[src/hw/dcache_pkg.sv]
// Data cache shared definitions

`default_nettype none

package dcache_pkg;

    // --------------------------------------------------
    // Word geometry
    // --------------------------------------------------

    // Width of a data word, which is also the width of every bank port
    localparam int WORD_WIDTH = 32;

    // Width of one byte lane
    localparam int BYTE_WIDTH = 8;

    // Number of byte lanes in a word, one byte enable each
    localparam int WORD_BYTES = WORD_WIDTH / BYTE_WIDTH;

    // --------------------------------------------------
    // Access sizes
    // --------------------------------------------------

    // Store size, encoded like funct3[1:0] of the RISC-V store instructions
    typedef enum logic [1:0] {
        STORE_BYTE = 2'b00,
        STORE_HALF = 2'b01,
        STORE_WORD = 2'b10
    } store_width_t;

    // Load operation, encoded like funct3 of the RISC-V load instructions
    // Bit 2 set means the loaded value is zero extended
    typedef enum logic [2:0] {
        LOAD_BYTE   = 3'b000,
        LOAD_HALF   = 3'b001,
        LOAD_WORD   = 3'b010,
        LOAD_BYTE_U = 3'b100,
        LOAD_HALF_U = 3'b101
    } load_op_t;

    // --------------------------------------------------
    // Request bundles
    // --------------------------------------------------

    // Store request as it leaves the store unit
    // The data is right aligned, exactly as read from the register file
    typedef struct packed {
        store_width_t          width;
        logic [1:0]            byte_offset;
        logic [WORD_WIDTH-1:0] data;
    } store_req_t;

    // Load request control, carried alongside the bank read
    typedef struct packed {
        load_op_t   op;
        logic [1:0] byte_offset;
    } load_req_t;

endpackage : dcache_pkg

`default_nettype wire

[src/hw/data_memory_bank.sv]
// Byte writable cache bank

`timescale 1ns/1ps
`default_nettype none

module data_memory_bank #(
    parameter int SETS = 16,
    localparam int SET_IDX_W = $clog2(SETS)
) (
    input  logic                              clk_i,

    // Write port, driven by the store path
    input  logic                              write_i,
    input  logic [dcache_pkg::WORD_BYTES-1:0] byte_write_i,
    input  logic [SET_IDX_W-1:0]              write_address_i,
    input  logic [dcache_pkg::WORD_WIDTH-1:0] write_data_i,

    // Read port, driven by the load path
    input  logic                              read_i,
    input  logic [SET_IDX_W-1:0]              read_address_i,
    output logic [dcache_pkg::WORD_WIDTH-1:0] read_data_o
);

    import dcache_pkg::*;

    // --------------------------------------------------
    // Storage
    // --------------------------------------------------

    // One word per set, the array itself carries no reset
    logic [WORD_WIDTH-1:0] mem_q [SETS];

    // Only the enabled byte lanes of the addressed word change
    always_ff @(posedge clk_i) begin : write_port
        if (write_i) begin
            for (int lane = 0; lane < WORD_BYTES; lane++) begin
                if (byte_write_i[lane]) begin
                    mem_q[write_address_i][lane*BYTE_WIDTH +: BYTE_WIDTH] <=
                        write_data_i[lane*BYTE_WIDTH +: BYTE_WIDTH];
                end
            end
        end
    end : write_port

    // The read samples the array before a write on the same edge lands,
    // so a colliding load sees the old word
    // Without a read strobe the output register holds its last value
    always_ff @(posedge clk_i) begin : read_port
        if (read_i) begin
            read_data_o <= mem_q[read_address_i];
        end
    end : read_port

endmodule : data_memory_bank

`default_nettype wire

[src/hw/dcache_data_array.sv]
// Data cache data array

`timescale 1ns/1ps
`default_nettype none

module dcache_data_array #(
    parameter int WAYS        = 2,
    parameter int BLOCK_WORDS = 4,
    parameter int SETS        = 16,
    localparam int WAY_IDX_W  = $clog2(WAYS),
    localparam int WORD_IDX_W = $clog2(BLOCK_WORDS),
    localparam int SET_IDX_W  = $clog2(SETS)
) (
    input  logic                              clk_i,
    input  logic                              rst_n_i,

    // Store request, written on the next edge
    input  logic                              store_valid_i,
    input  dcache_pkg::store_req_t            store_req_i,
    input  logic [WAY_IDX_W-1:0]              store_way_i,
    input  logic [SET_IDX_W-1:0]              store_set_i,
    input  logic [WORD_IDX_W-1:0]             store_word_i,

    // Load request, answered one cycle after the edge that takes it
    input  logic                              load_valid_i,
    input  dcache_pkg::load_req_t             load_req_i,
    input  logic [SET_IDX_W-1:0]              load_set_i,
    input  logic [WORD_IDX_W-1:0]             load_word_i,
    input  logic [WAYS-1:0]                   load_hit_way_i,

    output logic                              load_valid_o,
    output logic [dcache_pkg::WORD_WIDTH-1:0] load_data_o
);

    import dcache_pkg::*;

    // --------------------------------------------------
    // Store path
    // --------------------------------------------------

    logic [WORD_BYTES-1:0] byte_write;
    logic [WORD_WIDTH-1:0] write_data;

    store_formatter u_store_formatter (
        .store_req_i  (store_req_i),
        .byte_write_o (byte_write),
        .write_data_o (write_data)
    );

    // --------------------------------------------------
    // Ways
    // --------------------------------------------------

    // Per-way write strobe and the full block read from each way
    logic [WAYS-1:0]                                 way_write;
    logic [WAYS-1:0][BLOCK_WORDS-1:0][WORD_WIDTH-1:0] blocks;

    // Every way reads on each load, only the addressed way takes a store
    for (genvar w = 0; w < WAYS; w++) begin : g_way
        assign way_write[w] = store_valid_i && (store_way_i == WAY_IDX_W'(w));

        dcache_way #(
            .SETS        (SETS),
            .BLOCK_WORDS (BLOCK_WORDS)
        ) u_way (
            .clk_i        (clk_i),
            .write_i      (way_write[w]),
            .byte_write_i (byte_write),
            .write_set_i  (store_set_i),
            .write_word_i (store_word_i),
            .write_data_i (write_data),
            .read_i       (load_valid_i),
            .read_set_i   (load_set_i),
            .block_o      (blocks[w])
        );
    end : g_way

    // --------------------------------------------------
    // Load path
    // --------------------------------------------------

    // Picks hit way and word from the registered blocks and extends the result
    load_aligner #(
        .WAYS        (WAYS),
        .BLOCK_WORDS (BLOCK_WORDS)
    ) u_load_aligner (
        .clk_i          (clk_i),
        .rst_n_i        (rst_n_i),
        .load_valid_i   (load_valid_i),
        .load_req_i     (load_req_i),
        .load_word_i    (load_word_i),
        .load_hit_way_i (load_hit_way_i),
        .blocks_i       (blocks),
        .load_valid_o   (load_valid_o),
        .load_data_o    (load_data_o)
    );

endmodule : dcache_data_array

`default_nettype wire

[src/hw/dcache_way.sv]
// Data cache way

`timescale 1ns/1ps
`default_nettype none

module dcache_way #(
    parameter int SETS        = 16,
    parameter int BLOCK_WORDS = 4,
    localparam int SET_IDX_W  = $clog2(SETS),
    localparam int WORD_IDX_W = $clog2(BLOCK_WORDS)
) (
    input  logic                                                clk_i,

    // Store side, already formatted into byte lanes
    input  logic                                                write_i,
    input  logic [dcache_pkg::WORD_BYTES-1:0]                   byte_write_i,
    input  logic [SET_IDX_W-1:0]                                write_set_i,
    input  logic [WORD_IDX_W-1:0]                               write_word_i,
    input  logic [dcache_pkg::WORD_WIDTH-1:0]                   write_data_i,

    // Load side, every bank of the way reads together
    input  logic                                                read_i,
    input  logic [SET_IDX_W-1:0]                                read_set_i,
    output logic [BLOCK_WORDS-1:0][dcache_pkg::WORD_WIDTH-1:0]  block_o
);

    // --------------------------------------------------
    // Write steering
    // --------------------------------------------------

    // One write enable per bank
    logic [BLOCK_WORDS-1:0] bank_write;

    // Only the bank holding the addressed word takes the store
    always_comb begin : word_decode
        bank_write = '0;
        bank_write[write_word_i] = write_i;
    end : word_decode

    // --------------------------------------------------
    // Banks
    // --------------------------------------------------

    // Bank w holds word w of every block in this way
    // Set index, byte enables and data are shared, the write enable is not
    // All banks read on the same edge so the whole block comes out at once
    for (genvar w = 0; w < BLOCK_WORDS; w++) begin : g_bank
        data_memory_bank #(
            .SETS (SETS)
        ) u_bank (
            .clk_i           (clk_i),
            .write_i         (bank_write[w]),
            .byte_write_i    (byte_write_i),
            .write_address_i (write_set_i),
            .write_data_i    (write_data_i),
            .read_i          (read_i),
            .read_address_i  (read_set_i),
            .read_data_o     (block_o[w])
        );
    end : g_bank

endmodule : dcache_way

`default_nettype wire

[src/hw/load_aligner.sv]
// Load result aligner

`timescale 1ns/1ps
`default_nettype none

module load_aligner #(
    parameter int WAYS        = 2,
    parameter int BLOCK_WORDS = 4,
    localparam int WORD_IDX_W = $clog2(BLOCK_WORDS)
) (
    input  logic                                                          clk_i,
    input  logic                                                          rst_n_i,

    // Load control, sampled on the same edge as the bank read
    input  logic                                                          load_valid_i,
    input  dcache_pkg::load_req_t                                         load_req_i,
    input  logic [WORD_IDX_W-1:0]                                         load_word_i,
    input  logic [WAYS-1:0]                                               load_hit_way_i,

    // Registered bank outputs of every way
    input  logic [WAYS-1:0][BLOCK_WORDS-1:0][dcache_pkg::WORD_WIDTH-1:0] blocks_i,

    output logic                                                          load_valid_o,
    output logic [dcache_pkg::WORD_WIDTH-1:0]                             load_data_o
);

    import dcache_pkg::*;

    localparam int HALF_WIDTH = 2 * BYTE_WIDTH;

    // --------------------------------------------------
    // Delayed load control
    // --------------------------------------------------

    logic                  valid_q;
    load_req_t             req_q;
    logic [WORD_IDX_W-1:0] word_q;
    logic [WAYS-1:0]       hit_q;

    // The valid flag lines up with the bank read data one cycle later
    always_ff @(posedge clk_i or negedge rst_n_i) begin : valid_reg
        if (!rst_n_i) begin
            valid_q <= 1'b0;
        end else begin
            valid_q <= load_valid_i;
        end
    end : valid_reg

    // Request fields only change when a load is issued, like the banks
    always_ff @(posedge clk_i) begin : ctrl_reg
        if (load_valid_i) begin
            req_q  <= load_req_i;
            word_q <= load_word_i;
            hit_q  <= load_hit_way_i;
        end
    end : ctrl_reg

    assign load_valid_o = valid_q;

    // --------------------------------------------------
    // Way and word select
    // --------------------------------------------------

    logic [WORD_WIDTH-1:0] hit_word;
    logic [BYTE_WIDTH-1:0] byte_sel;
    logic [HALF_WIDTH-1:0] half_sel;

    // AND-OR mux over the one-hot hit vector, a miss gives zero
    always_comb begin : way_select
        hit_word = '0;
        for (int w = 0; w < WAYS; w++) begin
            if (hit_q[w]) begin
                hit_word = hit_word | blocks_i[w][word_q];
            end
        end
    end : way_select

    assign byte_sel = hit_word[req_q.byte_offset*BYTE_WIDTH +: BYTE_WIDTH];
    assign half_sel = req_q.byte_offset[1] ? hit_word[HALF_WIDTH +: HALF_WIDTH]
                                           : hit_word[0 +: HALF_WIDTH];

    // --------------------------------------------------
    // Extension
    // --------------------------------------------------

    // Signed ops copy the top bit of the slice, unsigned ops fill with zero
    always_comb begin : extend
        case (req_q.op)
            LOAD_BYTE:   load_data_o = {{(WORD_WIDTH-BYTE_WIDTH){byte_sel[BYTE_WIDTH-1]}},
                                        byte_sel};
            LOAD_BYTE_U: load_data_o = {{(WORD_WIDTH-BYTE_WIDTH){1'b0}}, byte_sel};
            LOAD_HALF:   load_data_o = {{(WORD_WIDTH-HALF_WIDTH){half_sel[HALF_WIDTH-1]}},
                                        half_sel};
            LOAD_HALF_U: load_data_o = {{(WORD_WIDTH-HALF_WIDTH){1'b0}}, half_sel};
            LOAD_WORD:   load_data_o = hit_word;
            default:     load_data_o = hit_word;
        endcase
    end : extend

endmodule : load_aligner

`default_nettype wire

[src/hw/store_formatter.sv]
// Store data formatter

`timescale 1ns/1ps
`default_nettype none

module store_formatter (
    input  dcache_pkg::store_req_t            store_req_i,
    output logic [dcache_pkg::WORD_BYTES-1:0] byte_write_o,
    output logic [dcache_pkg::WORD_WIDTH-1:0] write_data_o
);

    import dcache_pkg::*;

    // Width of a half word
    localparam int HALF_WIDTH = 2 * BYTE_WIDTH;

    // --------------------------------------------------
    // Source slices
    // --------------------------------------------------

    // Low byte and low half of the register value
    // A store never takes data from higher bits than its size
    logic [BYTE_WIDTH-1:0] store_byte;
    logic [HALF_WIDTH-1:0] store_half;

    assign store_byte = store_req_i.data[BYTE_WIDTH-1:0];
    assign store_half = store_req_i.data[HALF_WIDTH-1:0];

    // --------------------------------------------------
    // Lane placement
    // --------------------------------------------------

    // The data is replicated over the whole word so every lane already
    // carries the right value, and the byte enables alone pick the target
    // Offset bits finer than the store size are ignored
    always_comb begin : lane_format
        case (store_req_i.width)
            STORE_BYTE: begin
                // A single lane chosen by the full offset
                byte_write_o = WORD_BYTES'(1) << store_req_i.byte_offset;
                write_data_o = {WORD_BYTES{store_byte}};
            end

            STORE_HALF: begin
                // Upper or lower pair of lanes, offset bit 0 plays no part
                if (store_req_i.byte_offset[1]) begin
                    byte_write_o = 4'b1100;
                end else begin
                    byte_write_o = 4'b0011;
                end
                write_data_o = {2{store_half}};
            end

            STORE_WORD: begin
                // Every lane, no offset at all
                byte_write_o = '1;
                write_data_o = store_req_i.data;
            end

            default: begin
                // Unused encoding, the store writes nothing
                byte_write_o = '0;
                write_data_o = store_req_i.data;
            end
        endcase
    end : lane_format

endmodule : store_formatter

`default_nettype wire

[config.mk]
export PLATFORM = sky130hd
export DESIGN_NAME = dcache_data_array
export DESIGN_NICKNAME = d
export VERILOG_FILES = /design/src/hw/dcache_pkg.sv /design/src/hw/data_memory_bank.sv /design/src/hw/dcache_data_array.sv /design/src/hw/dcache_way.sv /design/src/hw/load_aligner.sv /design/src/hw/store_formatter.sv
export SDC_FILE = /design/constraint.sdc
export NUM_CORES = 2
export LEC_CHECK = 0
export BUFFER_PORTS_ARGS = -buffer_cell sky130_fd_sc_hd__buf_2
export CAP_MARGIN = 20
export CELL_PAD_IN_SITES_DETAIL_PLACEMENT = 0
export CELL_PAD_IN_SITES_GLOBAL_PLACEMENT = 1
export CORE_MARGIN = 10
export CORE_UTILIZATION = 45
export CTS_CLUSTER_DIAMETER = 50
export CTS_CLUSTER_SIZE = 14
export DETAILED_ROUTE_END_ITERATION = 12
export GPL_TIMING_DRIVEN = 0
export PLACE_DENSITY = 0.8
export SLEW_MARGIN = 5
export SYNTH_ARGS = -nofsm -noshare
export SYNTH_HDL_FRONTEND = slang
export SYNTH_HIERARCHICAL = 1
export SYNTH_SLANG_ARGS = --single-unit
[constraint.sdc]
create_clock -name clk_i -period 1.8 [get_ports clk_i]
set_clock_uncertainty 0.05 [all_clocks]
set_input_delay 0.09 -clock clk_i [delete_from_list [all_inputs] [get_ports clk_i]]
set_output_delay 0.09 -clock clk_i [all_outputs]
set_load 0.05 [all_outputs]
==> reports/results.ini <==
[power]
netSwitchingFraction = 0.223
p_sw_uw = 45400
combPwrFrac = 0.076
seq_power_share = 0.559
p_clk_frac = 0.365
p_int_uw = 158000
p_per_area_nw_per_um2 = 1060
p_leak_uw = 0.0580
ir_worst_vdd_mv = 0.781

[clock_tree]
cts_tree = yes
h-tree-depth = 5
clockBufferDepth = 4
clk_pin_slew_ns = 0.07
cts.sinks = 4362
clk_latency_ns = 0.93
cts_buffers = 375
clockRootBuffer = clkbuf_16

[place]
finalWeightedCongestion = 0.930
placed_cell_area_sq_um = 176000
io_buffers = 89
hpwl_um = 301000
place_inst = 12700

[sta]
rsz0062_at_grt = true
slew_violations = 0
min_period_ns = 3.79
worstMarginPinSlew_ns = 1.05
hold_violations = 5
slew_headroom = 0.297
min_period_over_period = 2.11
final.setup.worst_slack_ns = -1.99
setup_viol = 1484
timing.fmax_mhz = 264
whs_ns = -0.0277

[layout]
final_layout_size_suffix_gt1_frac = 0.297
finalInstanceArea_sq_um = 191000
final_cells = 13400
area_growth_pct = 14.8
nNetsFinal = 8361

[routing]
dr.first_iter.drc_count = 13400
drc = 0
wl_um = 453000
wire_per_inst_um = 33.8
ant_nets = 0
drt-vias-per-instance = 6.31
firstDrtPassIters = 6
via_count = 84600

[synthesis]
ys.flop_type = edfxtp_1
synth.avg_cell_area_sq_um = 21.9
ys_seq_area_frac = 0.785
netlist-cell-type-count = 48
synth-async-reset-ratio = 0.000229
syn-instance-count = 7616
synth_edf_count = 4361
synth_fp_nets = 7676
synth_area_sq_um = 167000
synth_warnings = 6
ys_seq_elements = 4362

[die]
die_w_um = 629
coreArea_sq_um = 369000
die_area_sq_um = 395000
rows = 223
ios = 93
start_util = 0.452
die_y_um = 629

[worst_setup_path]
crit_required_ns = 1.66
crit_slowest_cell = o21ai_4
crit_type = flip-flop to output pin
slowest_delay_ns = 0.47
path_cells = buf_12 -> buf_16 -> buf_4 -> mux4_2 -> nand2_1 -> nand2_2 -> o221ai_4 -> buf_8 -> o21ai_4 -> buf_8
startpoint_type = flip-flop
crit_path_frequent_cell = buf_8
worst-path-max-fanout = 10
critPathCaptureType = output pin
cp.arrival_ns = 3.65
reg2reg_depth = 3

[global_route]
antenna_found_initial = 38
grt_use_total = 0.221
grt-ovfl-total = 0
grt_start_max_net_pins = 113
grt_first_pass_wirelength_um = 633000
grt_pass1_vias = 83800

[min_path]
hold_depth = 3
hold_path_class = input pin to flip-flop

[flow_run]
maxCapViolations = 0

[outcome]
status = complete, but fails checks
violations = negative hold slack, negative setup slack

-- sequential cells by signal (all words and copies together), names as in the netlist --
name / flops
g_way.u_way/g_bank.u_bank/mem_q: 4096
u_load_aligner/word_q: 2
g_way.u_way/g_bank.u_bank/read_data_o: 256
u_load_aligner/hit_q: 2
u_load_aligner/load_valid_o: 1
u_load_aligner/req_q: 5
-- per-layer routing --
layer | share of wire | vias to the layer above | routed length (um) | GRT usage
li1 | - | 33200 | - | -
met1 | 0.34 | 44400 | 156000 | 0.283
met2 | 0.48 | 5833 | 220000 | 0.360
met3 | 0.11 | 1116 | 49000 | 0.0476
met4 | 0.064 | 18 | 28900 | 0.113
met5 | 0.00030 | - | 138 | 0
-- timing repair --
action / 4_1_cts / 5_1_grt
hold buffers: 78 / 8
endpoints found under the hold margin: 1725 / 69
gates cloned: 2 / 0
resized for setup: 498 / 493
pin swaps: 20 / 44
endpoints found under the setup margin: 3561 / 3341
buffers inserted: 27 / 32
-- stage by stage --
step,hold slack [ns],power (uW),worst slack [ns],setup TNS (ns),util
5_1_grt,-0.0490,208000,-1.93,-193.91,0.519
4_1_cts,0.0117,204000,-1.96,-152.55,0.512
2_1_floorplan,-0.256,123000,-0.511,-1293.09,-
6_report,-0.0277,204000,-1.99,-211.78,0.519
3_5_place_dp,-0.183,130000,-2.22,-5615.32,0.476
3_3_place_gp,-0.183,129000,-5.40,-,0.470
-- Yosys cell counts (2+ instances only) --
| cell | instances | share of area |
|---|---|---|
| and3_2 | 2 | 0.000090 |
| and3_1 | 2 | 0.000075 |
| a22oi_1 | 522 | 0.023 |
| nand3_1 | 50 | 0.0015 |
| mux4_2 | 1078 | 0.15 |
| o221ai_1 | 5 | 0.00026 |
| o21ai_1 | 6 | 0.00018 |
| and3b_1 | 4 | 0.00021 |
| a221o_1 | 3 | 0.00018 |
| buf_2 | 72 | 0.0022 |
| inv_1 | 5 | 0.00011 |
| mux2i_1 | 31 | 0.0019 |
| a221oi_1 | 3 | 0.00016 |
| a22o_1 | 12 | 0.00063 |
| nand2_1 | 395 | 0.0089 |
| buf_1 | 74 | 0.0017 |
| nor2b_1 | 49 | 0.0018 |
| a31oi_1 | 4 | 0.00015 |
| o211ai_1 | 4 | 0.00018 |
| nor3_1 | 6 | 0.00018 |
| buf_6 | 4 | 0.00027 |
| clkbuf_1 | 181 | 0.0041 |
| nand4_1 | 10 | 0.00038 |
| o21ai_0 | 29 | 0.00087 |
| and2_1 | 8 | 0.00030 |
| nor2_1 | 548 | 0.012 |
| mux2_2 | 16 | 0.0011 |
| buf_4 | 87 | 0.0039 |
| nor3b_2 | 2 | 0.00015 |
| edfxtp_1 | 4361 | 0.79 |
| a21oi_1 | 14 | 0.00042 |
| or4_4 | 2 | 0.00014 |
| o22ai_1 | 10 | 0.00038 |
| nand2b_1 | 3 | 0.00011 |
-- power by group through the flow --
stage | sequential (uW) | combinational, uW | clock (uW)
floorplan | 116000 | 7180 | 0
global placement | 116000 | 12700 | 0
detailed placement | 116000 | 13900 | 0
CTS | 114000 | 14800 | 75000
global route | 114000 | 15800 | 78900
finish | 114000 | 15500 | 74300
-- final timing paths --
path / end / startpoint / slack (ns)
setup / recovery: load_data_o[21] / u_load_aligner/word_q[1] / -1.99
hold / removal: g_way[1].u_way/g_bank[3].u_bank/mem_q[0][25] / store_req_i[34] / -0.03
setup reg to reg: g_way[0].u_way/g_bank[1].u_bank/read_data_o[16] / g_way[0].u_way/g_bank[1].u_bank/mem_q[7][16] / -0.08
hold reg to reg: g_way[1].u_way/g_bank[1].u_bank/read_data_o[28] / g_way[1].u_way/g_bank[1].u_bank/mem_q[15][28] / 0.69
max in group asynchronous: u_load_aligner/load_valid_o / rst_n_i / 1.06
min in group asynchronous: u_load_aligner/load_valid_o / rst_n_i / 0.52
-- kinds of logic after synthesis --
kind of cell / after synthesis / share of synthesized area
AO/OA/AOI/OAI: 618 / 0.0273
buffers and inverters: 424 / 0.0123
flip-flops: 4362 / 0.785
AND/OR/NAND/NOR: 1087 / 0.0265
multiplexers: 1125 / 0.149
-- cell usage in the layout, fill, tap and decap left out, types with 12 or more instances in the layout --
cell type and count:
a22oi_1 478, a22oi_2 44, buf_1 73, buf_12 69, buf_16 46, buf_2 127
buf_4 110, buf_6 45, bufinv_16 12, clkbuf_1 172, clkbuf_16 382, clkbuf_2 22
clkinv_1 24, clkinv_2 13, diode_2 27, dlygate4sd3_1 78, edfxtp_1 4361, inv_6 12
mux2_8 16, mux2i_1 18, mux4_2 1078, nand2_1 343, nand2_2 53, nand3_1 48
nor2_1 194, nor2_2 102, nor2_4 253, nor2b_1 49, o21ai_4 14
-- worst max-delay path: cells and delay by family, from the launching register on --
| family | cells | cell delay (ns) |
|---|---|---|
| AND/OR/NAND/NOR | 2 | 0.30 |
| flip-flops | 1 | 0.42 |
| multiplexers | 1 | 0.41 |
| buffers and inverters | 5 | 0.92 |
| AO/OA/AOI/OAI | 2 | 0.65 |
-- area by class of cell --
cell class              instances  area (sq um)
diodes                         27          67.6
repair buffers                309          4170
clock inverters                88           927
well taps                    4950          6190
fillers                     27300        178000
multi-input cells            2830         37100
flip-flops and latches       4362        131000
plain buffers                 418          2330
inverters                       5          18.8
clock buffers                 409          9670
(Power assumes the default switching activity.)
